==> src/include/microOp_settings.svh <==
// Width and size constants for the micro-op expander, included by the package and the RTL
`ifndef MICROOP_SETTINGS_SVH
`define MICROOP_SETTINGS_SVH

// Instruction and micro-op word width
`define INSTR_WIDTH 32

// Architectural registers, also the LDM/STM list length
`define REG_COUNT 16

// Byte distance between consecutive block-transfer words
`define WORD_STEP 4

`endif

==> src/rtl/microOpPkg.sv <==
// Shared types of the micro-op expander, referenced from the RTL by scoped names
`include "microOp_settings.svh"

package microOpPkg;

	typedef logic [`INSTR_WIDTH-1:0] instrWord; // Fetched instruction or emitted micro-op
	typedef logic [`REG_COUNT-1:0] regList; // LDM/STM register bitmap
	typedef logic [$clog2(`REG_COUNT)-1:0] regIndex; // Register number, also cond field width
	typedef logic [3:0] flagVec; // N Z C V, MSB first

	// Sequencer states, one per split form plus the idle state
	typedef enum logic [2:0] {
		ready, // Idle, first micro-op or pass-through
		rsr, // Operation after the shift into Rz
		multiply, // Accumulate after the multiply into Rz
		blockTransfer, // Remaining single transfers of LDM/STM
		baseUpdate, // Writeback of Rn after the last transfer
		branchLink // Plain branch after the link move
	} seqState;

	// Datapath control bundle sent with each micro-op
	typedef struct packed {
		logic instrMux; // Micro-op replaces fetched word
		logic noFlagUpdate; // Suppress NZCV write
		logic ldmForward; // Forward base to later transfers
		logic prevRsr; // Second micro-op of a split form
		logic keepV; // Hold V across multiply
		logic [3:0] regFileRz; // [3] RA1 mux, [2:0] fifth address bit of WA3 RA2 RA1
	} uopCtrl;

endpackage

==> src/rtl/conditionCheck.sv <==
// ARM condition evaluator, used by the expander to flush failed block transfers
`timescale 1ns/1ps

module conditionCheck (
	input microOpPkg::regIndex cond, // Instruction bits 31:28
	input microOpPkg::flagVec flags, // NZCV
	output logic condPass
);

	logic negative;
	logic zero;
	logic carry;
	logic overflow;

	assign {negative, zero, carry, overflow} = flags;

	always_comb begin
		case (cond)
			4'b0000: condPass = zero; // EQ
			4'b0001: condPass = ~zero; // NE
			4'b0010: condPass = carry; // CS
			4'b0011: condPass = ~carry; // CC
			4'b0100: condPass = negative; // MI
			4'b0101: condPass = ~negative; // PL
			4'b0110: condPass = overflow; // VS
			4'b0111: condPass = ~overflow; // VC
			4'b1000: condPass = carry & ~zero; // HI
			4'b1001: condPass = ~carry | zero; // LS
			4'b1010: condPass = (negative == overflow); // GE
			4'b1011: condPass = (negative != overflow); // LT
			4'b1100: condPass = ~zero & (negative == overflow); // GT
			4'b1101: condPass = zero | (negative != overflow); // LE
			4'b1110: condPass = 1'b1; // AL
			default: condPass = 1'b0; // NV, used for the flush no-op
		endcase
	end

endmodule

==> src/rtl/microOpExpander.sv <==
// Top of the decode-stage micro-op expander, connects sequencer, condition check and register pick
`timescale 1ns/1ps

module microOpExpander (
	input logic clk,
	input logic reset,
	input logic freeze, // Held by later stages
	input microOpPkg::instrWord instr, // Instruction in decode
	input microOpPkg::flagVec flags,
	output microOpPkg::instrWord uopInstr,
	output microOpPkg::uopCtrl ctrl,
	output logic uopStall // Fetch holds instr while high
);

	logic condPass;
	logic first; // Sequencer in ready
	microOpPkg::regList pending;
	microOpPkg::regList remaining;
	microOpPkg::regIndex nextReg;

	conditionCheck condCheck (
		.cond(instr[31:28]),
		.flags(flags),
		.condPass(condPass)
	);

	transferRegSelect regSelect (
		.instr(instr),
		.first(first),
		.pending(pending),
		.nextReg(nextReg),
		.remaining(remaining)
	);

	microOpSequencer sequencer (
		.clk(clk),
		.reset(reset),
		.freeze(freeze),
		.instr(instr),
		.condPass(condPass),
		.nextReg(nextReg),
		.remaining(remaining),
		.first(first),
		.pending(pending),
		.uopInstr(uopInstr),
		.ctrl(ctrl),
		.uopStall(uopStall)
	);

endmodule

==> src/rtl/microOpSequencer.sv <==
// Mealy FSM of the expander, splits RSR, MAC, BL and LDM/STM into micro-ops with control bits
`timescale 1ns/1ps
`include "microOp_settings.svh"

module microOpSequencer (
	input logic clk,
	input logic reset,
	input logic freeze, // Back-pressure, holds all state
	input microOpPkg::instrWord instr,
	input logic condPass,
	input microOpPkg::regIndex nextReg,
	input microOpPkg::regList remaining,
	output logic first,
	output microOpPkg::regList pending,
	output microOpPkg::instrWord uopInstr,
	output microOpPkg::uopCtrl ctrl,
	output logic uopStall
);

	microOpPkg::seqState state, nextState;
	microOpPkg::regList pendingNext;
	logic [$clog2(`REG_COUNT):0] xferCount, countNext; // Transfers already issued
	logic [$clog2(`REG_COUNT):0] numRegs; // Registers in the LDM/STM list

	logic isRsr, isMac, isBranchLink, isBlock;
	logic lastXfer; // No register left after this transfer
	logic writeBack; // W bit
	logic upBit; // U bit
	logic [11:0] blockSize; // 4n
	logic [11:0] startMag; // Magnitude of the first offset
	logic [11:0] xferStep; // 4k
	logic [11:0] xferOffset; // Magnitude of the offset of transfer k
	microOpPkg::instrWord xferWord; // Single-word transfer micro-op
	microOpPkg::instrWord updateWord; // Base writeback micro-op

	assign first = (state == microOpPkg::ready);

	// Split form decode, only meaningful in ready
	assign isRsr = (instr[27:25] == 3'b000) && !instr[7] && instr[4];
	assign isBlock = (instr[27:25] == 3'b100) && (instr[`REG_COUNT-1:0] != '0); // Empty list passes
	assign isBranchLink = (instr[27:24] == 4'b1011);
	assign isMac = (instr[27:24] == 4'b0000) && instr[21] && (instr[7:4] == 4'b1001);

	assign lastXfer = (remaining == '0);
	assign writeBack = instr[21];
	assign upBit = instr[23];
	assign numRegs = ($clog2(`REG_COUNT)+1)'($countones(instr[`REG_COUNT-1:0]));

	// Offset arithmetic for the four addressing modes
	always_comb begin
		blockSize = 12'(numRegs) * 12'(`WORD_STEP);
		xferStep = 12'(xferCount) * 12'(`WORD_STEP);
		case (instr[24:23]) // P U
			2'b01: startMag = '0; // IA
			2'b11: startMag = 12'(`WORD_STEP); // IB
			2'b00: startMag = blockSize - 12'(`WORD_STEP); // DA, -4(n-1)
			default: startMag = blockSize; // DB, -4n
		endcase
		xferOffset = upBit ? (startMag + xferStep) : (startMag - xferStep); // U gives the sign
	end

	// Pre-indexed word LDR/STR without writeback, Rd from the selector
	assign xferWord = {instr[31:28], 3'b010, 1'b1, upBit, 1'b0, 1'b0, instr[20],
		instr[19:16], nextReg, xferOffset};

	// ADD or SUB Rn, Rn, #4n, 4n fits the 8-bit immediate with zero rotate
	assign updateWord = {instr[31:28], 3'b001, (upBit ? 4'b0100 : 4'b0010), 1'b0,
		instr[19:16], instr[19:16], blockSize};

	always_ff @(posedge clk) begin
		if (reset) begin
			state <= microOpPkg::ready;
			pending <= '0;
			xferCount <= '0;
		end else if (!freeze) begin
			state <= nextState;
			pending <= pendingNext;
			xferCount <= countNext;
		end
	end

	always_comb begin
		nextState = microOpPkg::ready;
		pendingNext = '0;
		countNext = '0;
		uopInstr = instr; // Pass-through
		ctrl = '0;
		uopStall = 1'b0;
		case (state)
			microOpPkg::ready: begin
				if (isRsr) begin
					uopInstr = {instr[31:25], 4'b1101, 1'b0, 4'b0000, 4'b1111, instr[11:0]}; // MOV Rz, shifted Rm
					ctrl.instrMux = 1'b1;
					ctrl.noFlagUpdate = 1'b1;
					ctrl.regFileRz = 4'b1100; // Rd field selects Rz
					uopStall = 1'b1;
					nextState = microOpPkg::rsr;
				end else if (isBlock) begin
					uopInstr = xferWord; // Transfer k = 0
					ctrl.instrMux = 1'b1;
					ctrl.noFlagUpdate = 1'b1;
					if (!lastXfer) begin
						uopStall = 1'b1;
						pendingNext = remaining;
						countNext = xferCount + 1'b1;
						nextState = microOpPkg::blockTransfer;
					end else if (writeBack) begin
						uopStall = 1'b1;
						nextState = microOpPkg::baseUpdate;
					end
				end else if (isBranchLink) begin
					uopInstr = {instr[31:28], 3'b000, 4'b1101, 1'b0, 4'b0000, 4'b1110, 8'h00, 4'b1111}; // MOV R14, R15
					ctrl.instrMux = 1'b1;
					uopStall = 1'b1;
					nextState = microOpPkg::branchLink;
				end else if (isMac) begin
					uopInstr = {instr[31:24], 1'b0, instr[22], 1'b0, 1'b0, 4'b1111, 4'b0000, instr[11:0]}; // MUL Rz
					ctrl.instrMux = 1'b1;
					ctrl.keepV = 1'b1;
					ctrl.regFileRz = 4'b1100;
					uopStall = 1'b1;
					nextState = microOpPkg::multiply;
				end
			end
			microOpPkg::rsr: begin
				uopInstr = {instr[31:12], 8'h00, 4'b1111}; // Same op, Rz unshifted
				ctrl.instrMux = 1'b1;
				ctrl.prevRsr = 1'b1;
				ctrl.regFileRz = 4'b0010; // Rm field reads Rz
			end
			microOpPkg::multiply: begin
				ctrl.instrMux = 1'b1;
				ctrl.prevRsr = 1'b1;
				if (!instr[23]) begin
					uopInstr = {instr[31:28], 7'b0000100, instr[20], 4'b1111, instr[19:16],
						8'h00, instr[15:12]}; // ADD Rd, Rz, Rn
					ctrl.regFileRz = 4'b0001; // Rn field reads Rz
				end else begin
					uopInstr = {instr[31:12], instr[15:12], 4'b1001, instr[19:16]}; // RdLo and RdHi to multiplier
				end
			end
			microOpPkg::blockTransfer: begin
				ctrl.instrMux = 1'b1;
				ctrl.noFlagUpdate = 1'b1;
				if (!condPass) begin
					uopInstr = {4'b1111, 3'b001, 4'b0100, 1'b0, 20'h00000}; // Never-execute ADD R0, R0, #0
				end else begin
					uopInstr = xferWord;
					ctrl.ldmForward = 1'b1;
					if (!lastXfer) begin
						uopStall = 1'b1;
						pendingNext = remaining;
						countNext = xferCount + 1'b1;
						nextState = microOpPkg::blockTransfer;
					end else if (writeBack) begin
						uopStall = 1'b1;
						nextState = microOpPkg::baseUpdate;
					end
				end
			end
			microOpPkg::baseUpdate: begin
				uopInstr = updateWord;
				ctrl.instrMux = 1'b1;
				ctrl.noFlagUpdate = 1'b1;
				ctrl.ldmForward = 1'b1;
			end
			microOpPkg::branchLink: begin
				uopInstr = {instr[31:25], 1'b0, instr[23:0]}; // Link bit cleared
				ctrl.instrMux = 1'b1;
			end
			default: begin
				nextState = microOpPkg::ready; // Unused encodings recover
			end
		endcase
	end

endmodule

==> src/rtl/transferRegSelect.sv <==
// Register picker for LDM/STM, gives the lowest listed register and the list left after it
`timescale 1ns/1ps
`include "microOp_settings.svh"

module transferRegSelect (
	input microOpPkg::instrWord instr,
	input logic first, // High on the first transfer, list comes from instr
	input microOpPkg::regList pending, // List still to transfer on later cycles
	output microOpPkg::regIndex nextReg,
	output microOpPkg::regList remaining
);

	microOpPkg::regList source; // List the pick is taken from
	microOpPkg::regList pickMask; // One-hot of the chosen register

	assign source = first ? instr[`REG_COUNT-1:0] : pending;

	// Priority pick, lower bits override so the lowest set bit wins
	always_comb begin
		nextReg = '0; // Register 0 when the list is empty
		for (int i = `REG_COUNT - 1; i >= 0; i--) begin
			if (source[i]) begin
				nextReg = microOpPkg::regIndex'(i);
			end
		end
	end

	assign pickMask = microOpPkg::regList'(1) << nextReg;
	assign remaining = source & ~pickMask; // Empty stays empty

endmodule

==> config.mk <==
export PLATFORM = sky130hd
export DESIGN_NAME = microOpExpander
export DESIGN_NICKNAME = d
export VERILOG_FILES = /design/src/rtl/microOpPkg.sv /design/src/rtl/conditionCheck.sv /design/src/rtl/microOpExpander.sv /design/src/rtl/microOpSequencer.sv /design/src/rtl/transferRegSelect.sv
export VERILOG_INCLUDE_DIRS = /design/src /design/src/include
export SDC_FILE = /design/constraint.sdc
export NUM_CORES = 1
export LEC_CHECK = 0
export BUFFER_PORTS_ARGS = -buffer_cell sky130_fd_sc_hd__buf_4
export CAP_MARGIN = 20
export CORE_MARGIN = 2
export CORE_UTILIZATION = 34
export DETAILED_ROUTE_END_ITERATION = 10
export PLACE_DENSITY = 0.57
export SYNTH_ARGS = -nofsm -noshare
export SYNTH_HDL_FRONTEND = slang
export SYNTH_SLANG_ARGS = --single-unit
==> constraint.sdc <==
create_clock -name clk -period 6.15 [get_ports clk]
set_input_delay 0.3075 -clock clk [delete_from_list [all_inputs] [get_ports clk]]
set_output_delay 0.3075 -clock clk [all_outputs]
set_load 0.01 [all_outputs]
==> metrics.txt, run 1 <==
# TYPE chip_impl_metric gauge
chip_impl_info{name="outcome",value="complete, but fails checks"} 1
chip_impl_info{name="failed_checks",value="setup timing"} 1
chip_impl_metric{name="net-switching-power",unit="mW"} 0.6515
chip_impl_metric{name="synth-warning-count",unit=""} 0
chip_impl_metric{name="p_leak",unit="nW"} 2.597
chip_impl_metric{name="grt_max_degree",unit=""} 44
chip_impl_info{name="hold_worst_path_end",value="sequencer.pending[13]$_SDFFE_PP0N_"} 1
chip_impl_metric{name="rrSetupSlack",unit="ns"} 2.42
chip_impl_metric{name="synth_enable_flop_cells",unit=""} 0
chip_impl_info{name="critical_path.reg2reg.endpoint",value="sequencer.pending[2]$_SDFFE_PP0N_"} 1
chip_impl_metric{name="seq_area_frac_synth",unit="%"} 10.80
chip_impl_metric{name="seqPwrFrac",unit="%"} 11.2
chip_impl_info{name="cts_root_buffer",value="sky130_fd_sc_hd__clkbuf_16"} 1
chip_impl_metric{name="cell_internal_pwr",unit="mW"} 0.7902
chip_impl_metric{name="die_y",unit="um"} 118.4
chip_impl_metric{name="drive_above_1_share",unit="%"} 27.85
chip_impl_metric{name="diodes",unit=""} 0
chip_impl_metric{name="clkLatencyLatePin",unit="ns"} 0.26
chip_impl_info{name="critical-path-top-cell-by-count",value="sky130_fd_sc_hd__fa_2"} 1
chip_impl_metric{name="place_congestion",unit=""} 0.9970
chip_impl_metric{name="cts.clk_slew.worst_paths",unit="ns"} 0.07
chip_impl_metric{name="layoutNonFillerInstCount",unit=""} 926
chip_impl_metric{name="final-hold-violation-count",unit=""} 0
chip_impl_metric{name="syn-cell-area",unit="sq um"} 4447
chip_impl_metric{name="max_cap_violations",unit=""} 0
chip_impl_metric{name="postSynthAreaPerCell",unit="sq um"} 6.862
chip_impl_info{name="path_class",value="in2out"} 1
chip_impl_info{name="synth.most_common_cell",value="sky130_fd_sc_hd__nor2_1"} 1
chip_impl_info{name="rsz0062_at_grt",value="yes"} 1
chip_impl_metric{name="cts.path.max_buffers",unit=""} 2
chip_impl_metric{name="met1_length",unit="mm"} 7.764
chip_impl_metric{name="totalWireLength",unit="mm"} 18.39
chip_impl_metric{name="die_x",unit="um"} 118.4
chip_impl_metric{name="post_drt_wl_per_cell",unit="um"} 19.86
chip_impl_info{name="setup.worst_path.start_class",value="input port"} 1
chip_impl_metric{name="mappedNetlistNets",unit=""} 735
chip_impl_metric{name="initial_core_util",unit="%"} 35.09
chip_impl_metric{name="pwr-share-comb",unit="%"} 75.7
chip_impl_metric{name="clock_power_share",unit="%"} 13.2
chip_impl_metric{name="antenna_violations_before_repair",unit=""} 1
chip_impl_metric{name="num_rows",unit=""} 41
chip_impl_metric{name="hpwlAfterDp",unit="mm"} 14.31
chip_impl_metric{name="reg2reg_depth",unit=""} 11
chip_impl_metric{name="final.setup_skew",unit="ns"} 0.007547
chip_impl_metric{name="slew_viol_final",unit=""} 0
chip_impl_metric{name="routed_via_count",unit=""} 5497
chip_impl_metric{name="setup_viol",unit=""} 2
chip_impl_metric{name="ys_async_sr_fraction",unit="%"} 0
chip_impl_metric{name="crit_path_max_fanout",unit=""} 3
chip_impl_metric{name="power.ir.vdd_worst",unit="uV"} 114.8
chip_impl_metric{name="critPathRequiredTime",unit="ns"} 5.84
chip_impl_metric{name="number_of_optimization_iterations_in_the_first_detailed_route_pass",unit=""} 5
chip_impl_metric{name="synth-seq-cells",unit=""} 24
chip_impl_info{name="yosysTopAreaCell",value="sky130_fd_sc_hd__dfxtp_1"} 1
chip_impl_info{name="synthTopCellsByCount",value="sky130_fd_sc_hd__nor2_1, sky130_fd_sc_hd__inv_1, sky130_fd_sc_hd__a21oi_1, sky130_fd_sc_hd__o21ai_0, sky130_fd_sc_hd__nand2_1"} 1
chip_impl_metric{name="drc_violations_left",unit=""} 0
chip_impl_info{name="crit_slowest_cell",value="sky130_fd_sc_hd__fa_2"} 1
chip_impl_metric{name="power_density",unit="nW/um^2"} 243.5
chip_impl_info{name="tritoncts_clock_tree",value="built"} 1
chip_impl_metric{name="gr-usage-all-layers",unit="%"} 25.34
chip_impl_metric{name="maxClockFrequency",unit="MHz"} 160.2
chip_impl_metric{name="critPathArrivalTime",unit="ns"} 5.93
chip_impl_metric{name="floorplan.io_pins",unit=""} 81
chip_impl_metric{name="drtIter0Drc",unit=""} 635
chip_impl_metric{name="max_slew_margin",unit="%"} 48.86
chip_impl_metric{name="tritoncts.num_buffers",unit=""} 3
chip_impl_metric{name="min_setup_slack_post_route",unit="ns"} -0.09057
chip_impl_info{name="worstHoldStart",value="reset"} 1
chip_impl_metric{name="fin_tns_setup",unit="ns"} -0.1592
chip_impl_metric{name="wl_met2",unit="mm"} 8.552
chip_impl_info{name="synthFlopType",value="sky130_fd_sc_hd__dfxtp_1"} 1
chip_impl_metric{name="amount_of_wire_on_met3_after_detailed_routing",unit="mm"} 1.683
chip_impl_info{name="top_layer",value="met4"} 1
chip_impl_metric{name="via_per_inst",unit=""} 5.936
chip_impl_info{name="synth_area_leaders",value="sky130_fd_sc_hd__dfxtp_1, sky130_fd_sc_hd__ha_1, sky130_fd_sc_hd__nor2_1, sky130_fd_sc_hd__a21oi_1, sky130_fd_sc_hd__o21ai_0"} 1
chip_impl_metric{name="timing.critical_path.slowest_cell_delay",unit="ns"} 0.56
chip_impl_metric{name="design.core.area",unit="sq um"} 12670
chip_impl_info{name="r2r_start",value="sequencer.state[2]$_SDFFE_PP0N_"} 1
chip_impl_metric{name="worst_hold_path.num_cells",unit=""} 2
chip_impl_metric{name="power.switching_fraction",unit="%"} 45.19
chip_impl_metric{name="cts.htree.levels",unit=""} 1
chip_impl_metric{name="yosysTopAreaCellShare",unit="%"} 10.80
chip_impl_metric{name="cts_num_sinks",unit=""} 24
chip_impl_metric{name="final_antenna_net_count",unit=""} 0
chip_impl_metric{name="number_of_cells_produced_by_synthesis",unit=""} 648
chip_impl_metric{name="place.port_buffers",unit=""} 80
chip_impl_metric{name="fin_crit_sh",unit="%"} 101.5
chip_impl_metric{name="post_synthesis_cell_type_count",unit=""} 76
chip_impl_metric{name="finalWorstPathRequiredPeriod",unit="ns"} 6.241
chip_impl_metric{name="grt_overflow",unit=""} 0
chip_impl_metric{name="first_pass_grt_wire_length",unit="mm"} 28.48
chip_impl_metric{name="flow.area_growth_from_synthesis",unit="%"} 33.17
chip_impl_metric{name="timing_worst_slew_pin_value",unit="ns"} 0.7601
chip_impl_metric{name="floorplan.die_area",unit="sq um"} 14010
chip_impl_metric{name="finalNetCount",unit=""} 842
chip_impl_metric{name="first_global_vias",unit=""} 5258
chip_impl_info{name="worst_hold_path_type",value="in2reg"} 1
chip_impl_metric{name="place_inst",unit=""} 913
chip_impl_info{name="endpoint_kind",value="output pin"} 1
## worst max-delay path, delay by kind of cell
kind,cells,cell delay [ns]
xor+xnor,1,0.14
compound gates,8,1.31
simple gates,2,0.25
fa+ha+maj,8,3.18
buf+inv,10,0.70
## final cells by class
cell class	count	area, sq um
clock buffer	3	75.07
fill	1315	6749
multi-input combinational	520	3761
clock inverter	1	30.03
tap	172	215.2
inverter	65	256.5
sequential	24	480.5
timing repair buffer	141	1104
## metal layers
metal	track usage, %	up-vias
met2	41.26	262
li1	-	2568
met4	6.250	0
met3	4.344	38
met1	34.62	2629
met5	0	-
## worst max-delay path by stage
stage / startpoint / cells after the start / endpoint / slack [ns]
3_3_place_gp: instr[0] / 29 / uopInstr[11] / -0.20
5_1_grt: instr[4] / 28 / uopInstr[11] / -0.32
6_report: instr[4] / 29 / uopInstr[11] / -0.09
3_5_place_dp: instr[1] / 29 / uopInstr[11] / -0.26
2_1_floorplan: instr[13] / 25 / uopInstr[11] / 0.14
4_1_cts: instr[4] / 29 / uopInstr[11] / -0.19
## cells in the final DEF (no fill, tap or decap), types with 9 or more instances in the layout
| master | Yosys | layout |
|---|---|---|
| sky130_fd_sc_hd__ha_4 | 0 | 11 |
| sky130_fd_sc_hd__nor3_1 | 17 | 17 |
| sky130_fd_sc_hd__nand3_1 | 20 | 20 |
| sky130_fd_sc_hd__xnor2_1 | 11 | 9 |
| sky130_fd_sc_hd__nor2b_1 | 10 | 10 |
| sky130_fd_sc_hd__inv_2 | 0 | 14 |
| sky130_fd_sc_hd__a31oi_1 | 13 | 13 |
| sky130_fd_sc_hd__inv_1 | 65 | 46 |
| sky130_fd_sc_hd__o211ai_1 | 9 | 9 |
| sky130_fd_sc_hd__dfxtp_1 | 24 | 24 |
| sky130_fd_sc_hd__a21oi_1 | 56 | 54 |
| sky130_fd_sc_hd__ha_1 | 36 | 23 |
| sky130_fd_sc_hd__nand2_1 | 49 | 49 |
| sky130_fd_sc_hd__nor2_1 | 76 | 74 |
| sky130_fd_sc_hd__buf_4 | 2 | 133 |
| sky130_fd_sc_hd__o21ai_0 | 50 | 48 |
## per-stage QoR
stage | power, mW | hold slack [ns] | setup WS [ns] | util (%) | cell area (sq um)
after floorplan | 0.7063 | 0.4660 | 0.1432 | - | 4447
after detailed placement | 1.095 | 0.5092 | -0.2565 | 43.08 | 5459
after CTS | 1.376 | 0.3030 | -0.1933 | 45.85 | 5809
final | 1.442 | 0.3049 | -0.09057 | 46.74 | 5922
after global routing | 1.541 | 0.3178 | -0.3179 | 46.74 | 5922
after global placement | 1.092 | 0.4967 | -0.2033 | 43.08 | 5459
## cell families after synthesis
group,after synthesis,share of synthesized area (%)
xor gates and xnor gates,18,3.545
and+or+nand+nor,223,24.65
buffers and inverters,104,9.848
AOI/OAI and AO/OA,221,33.15
muxes,10,2.476
adders and majority gates,48,15.53
DFF,24,10.80
## state kept, by name (all words and copies together), names as in the netlist
signal               count
sequencer.xferCount      5
sequencer.pending       16
sequencer.state          3
## repair_timing
action	in CTS	in global routing
pin swaps	27	24
setup endpoints to repair	2	5
gates resized for setup	50	25
setup buffers	9	1
hold buffers	0	0
## power groups by stage
stage | sequential, mW | clock (mW) | combinational, mW
after floorplan | 0.164 | 0 | 0.542
after global placement | 0.164 | 0 | 0.927
after detailed placement | 0.165 | 0 | 0.931
after CTS | 0.161 | 0.193 | 1.02
after global routing | 0.161 | 0.199 | 1.18
final | 0.161 | 0.190 | 1.09
No activity file was read; power rests on OpenSTA's default activity.
==> run 2: changes to the inputs <==
CORE_MARGIN = unset   (was 2)
CORE_UTILIZATION = 53   (was 34)
PLACE_DENSITY = 0.82   (was 0.57)
==> run 2 against run 1 <==
  * The flow still finishes with violations (setup timing)
  * Total power shrank 6.2%
  * Largest cell class unchanged
  * Largest power group unchanged
  * Core utilization increased by 23 points
  * Global-route usage grew 14 points
==> metrics.txt, run 2 (synthesis results as in run 1) <==
# TYPE chip_impl_metric gauge
chip_impl_info{name="outcome",value="complete, but fails checks"} 1
chip_impl_info{name="failed_checks",value="setup timing"} 1
chip_impl_info{name="top_layer",value="met5"} 1
chip_impl_info{name="r2r_start",value="sequencer.state[1]$_SDFFE_PP0N_"} 1
chip_impl_metric{name="critPathArrivalTime",unit="ns"} 5.93
chip_impl_metric{name="post_drt_wl_per_cell",unit="um"} 20.56
chip_impl_info{name="tritoncts_clock_tree",value="built"} 1
chip_impl_metric{name="cts.htree.levels",unit=""} 1
chip_impl_metric{name="dp_slack",unit="ns"} -0.3196
chip_impl_metric{name="final.setup_skew",unit="ns"} 0.001408
chip_impl_metric{name="routed_via_count",unit=""} 5607
chip_impl_metric{name="via_per_inst",unit=""} 6.589
chip_impl_metric{name="flow.area_growth_from_synthesis",unit="%"} 27.29
chip_impl_metric{name="fin_crit_sh",unit="%"} 101.5
chip_impl_info{name="critical-path-top-delay-family",value="adder cells"} 1
chip_impl_metric{name="place_inst",unit=""} 840
chip_impl_metric{name="drc_violations_left",unit=""} 0
chip_impl_info{name="critical_path.reg2reg.endpoint",value="sequencer.pending[2]$_SDFFE_PP0N_"} 1
chip_impl_metric{name="finalNetCount",unit=""} 834
chip_impl_metric{name="critPathRequiredTime",unit="ns"} 5.84
chip_impl_metric{name="power_density",unit="nW/um^2"} 238.9
chip_impl_metric{name="cts.path.max_buffers",unit=""} 2
chip_impl_metric{name="cts.clk_slew.worst_paths",unit="ns"} 0.09
chip_impl_info{name="setup.worst_path.start_class",value="input port"} 1
chip_impl_metric{name="final_area",unit="sq um"} 5660
chip_impl_metric{name="design.core.area",unit="sq um"} 8175
chip_impl_metric{name="gr-usage-all-layers",unit="%"} 39.14
chip_impl_metric{name="maxClockFrequency",unit="MHz"} 160.3
chip_impl_metric{name="worst-path-buf-inv",unit=""} 7
chip_impl_metric{name="grt_max_degree",unit=""} 44
chip_impl_metric{name="totalWireLength",unit="mm"} 17.49
chip_impl_metric{name="p_leak",unit="nW"} 2.518
chip_impl_info{name="mostFrequentLayoutCell",value="sky130_fd_sc_hd__buf_4"} 1
chip_impl_metric{name="seq_area",unit="sq um"} 480.5
chip_impl_metric{name="fillCellCount",unit=""} 710
chip_impl_info{name="rsz0062_at_grt",value="yes"} 1
chip_impl_metric{name="floorplan.die_area",unit="sq um"} 8760
chip_impl_metric{name="final_antenna_net_count",unit=""} 0
chip_impl_metric{name="multi_input_area",unit="sq um"} 3705
chip_impl_metric{name="finalWorstPathRequiredPeriod",unit="ns"} 6.240
chip_impl_info{name="mostFrequentLayoutCells",value="sky130_fd_sc_hd__buf_4, sky130_fd_sc_hd__nor2_1, sky130_fd_sc_hd__a21oi_1"} 1
chip_impl_info{name="critical-path-top-cell-by-count",value="sky130_fd_sc_hd__fa_1"} 1
chip_impl_metric{name="num_rows",unit=""} 33
chip_impl_metric{name="worst_hold_path.num_cells",unit=""} 2
chip_impl_info{name="path_class",value="in2out"} 1
chip_impl_metric{name="min_setup_slack_post_route",unit="ns"} -0.09018
chip_impl_metric{name="postCtsHoldBufs",unit=""} 0
chip_impl_metric{name="place.port_buffers",unit=""} 80
chip_impl_metric{name="initial_core_util",unit="%"} 54.39
chip_impl_metric{name="largest_reg_flops",unit=""} 16
chip_impl_info{name="cts_root_buffer",value="sky130_fd_sc_hd__clkbuf_8"} 1
chip_impl_info{name="endpoint_kind",value="output pin"} 1
chip_impl_metric{name="wl_met2",unit="mm"} 8.138
chip_impl_metric{name="floorplan.io_pins",unit=""} 81
chip_impl_metric{name="drtIter0Drc",unit=""} 598
chip_impl_metric{name="max_cap_violations",unit=""} 0
chip_impl_metric{name="diodes",unit=""} 0
chip_impl_metric{name="met1_length",unit="mm"} 6.676
chip_impl_metric{name="dpl-instance-area",unit="sq um"} 5330
chip_impl_info{name="crit_slowest_cell",value="sky130_fd_sc_hd__fa_2"} 1
chip_impl_metric{name="timing.critical_path.slowest_cell_delay",unit="ns"} 0.57
chip_impl_metric{name="power.ir.vdd_worst",unit="uV"} 187.1
chip_impl_metric{name="setup_viol",unit=""} 2
chip_impl_metric{name="amount_of_wire_on_met3_after_detailed_routing",unit="mm"} 1.837
chip_impl_info{name="hold_worst_path_end",value="sequencer.pending[13]$_SDFFE_PP0N_"} 1
chip_impl_metric{name="first_pass_grt_wire_length",unit="mm"} 26.47
chip_impl_metric{name="antenna_violations_before_repair",unit=""} 1
chip_impl_info{name="biggestRegsByFlops",value="sequencer.pending (16), sequencer.xferCount (5), sequencer.state (3)"} 1
chip_impl_metric{name="report.power.total",unit="mW"} 1.352
chip_impl_metric{name="grt_overflow",unit=""} 0
chip_impl_metric{name="rrSetupSlack",unit="ns"} 2.57
chip_impl_info{name="worst_hold_path_type",value="in2reg"} 1
chip_impl_metric{name="layoutNonFillerInstCount",unit=""} 851
chip_impl_metric{name="final-hold-violation-count",unit=""} 0
chip_impl_metric{name="drive_above_1_share",unit="%"} 26.81
chip_impl_metric{name="max_slew_margin",unit="%"} 41.30
chip_impl_metric{name="tritoncts.num_buffers",unit=""} 3
chip_impl_metric{name="clkLatencyLatePin",unit="ns"} 0.27
chip_impl_metric{name="slew_viol_final",unit=""} 0
chip_impl_metric{name="hpwlAfterDp",unit="mm"} 13.32
chip_impl_info{name="worstHoldStart",value="reset"} 1
chip_impl_metric{name="number_of_optimization_iterations_in_the_first_detailed_route_pass",unit=""} 6
chip_impl_metric{name="die_x",unit="um"} 93.60
chip_impl_metric{name="reg2reg_depth",unit=""} 9
chip_impl_info{name="largest_register",value="sequencer.pending"} 1
chip_impl_metric{name="place_congestion",unit=""} 0.9955
chip_impl_metric{name="timing_worst_slew_pin_value",unit="ns"} 0.8772
chip_impl_metric{name="first_global_vias",unit=""} 5243
chip_impl_metric{name="cts_num_sinks",unit=""} 24
chip_impl_metric{name="die_y",unit="um"} 93.60
chip_impl_metric{name="crit_path_max_fanout",unit=""} 3
run 2: cell count changes in the layout (fill, tap and decap cells not counted), sizes merged:
cell and change:
bufinv -1, clkbuf +1, buf -8
run 2: cell type report:
type,instances,share of cell area [%]
flip-flops and latches,24,8.488
repair buffers,133,18.24
clock buffers,4,0.9726
well taps,105,2.321
inverters,65,4.531
multi-input cells,520,65.45
run 2: how the worst max path moves through the flow:
stage | from | endpoint | slack (ns) | depth (start not counted)
after floorplan | instr[13] | uopInstr[11] | 0.14 | 25
after global placement | instr[0] | uopInstr[11] | -0.16 | 29
after detailed placement | instr[1] | uopInstr[11] | -0.32 | 29
after CTS | instr[5] | uopInstr[11] | -0.13 | 28
after global routing | instr[5] | uopInstr[11] | -0.36 | 28
final | instr[10] | uopInstr[11] | -0.09 | 26
run 2: per-stage QoR:
stage / hold WS [ns] / utilization [%] / setup TNS (ns)
3_3_place_gp: 0.4802 / 65.20 / -0.2916
3_5_place_dp: 0.4967 / 65.20 / -0.6426
2_1_floorplan: 0.4660 / - / 0
5_1_grt: 0.2729 / 69.24 / -1.030
6_report: 0.2707 / 69.24 / -0.1442
4_1_cts: 0.2652 / 68.23 / -0.1683
run 2: report_power, final:
group          switching [mW]  internal, mW
Clock                  0.0524        0.0573
Sequential            0.00633         0.158
Combinational           0.591         0.488
Total                   0.650         0.703
run 2: timing repair:
action	in CTS	in global routing
pin swaps	27	24
gates resized for setup	50	15
endpoints found under the setup margin	3	4
setup buffers	5	2
run 2: routing by layer:
metal	vias up	track usage [%]
li1	2549	-
met1	2657	47.57
met2	319	65.38
met3	80	8.862
met4	2	17.82
met5	-	0
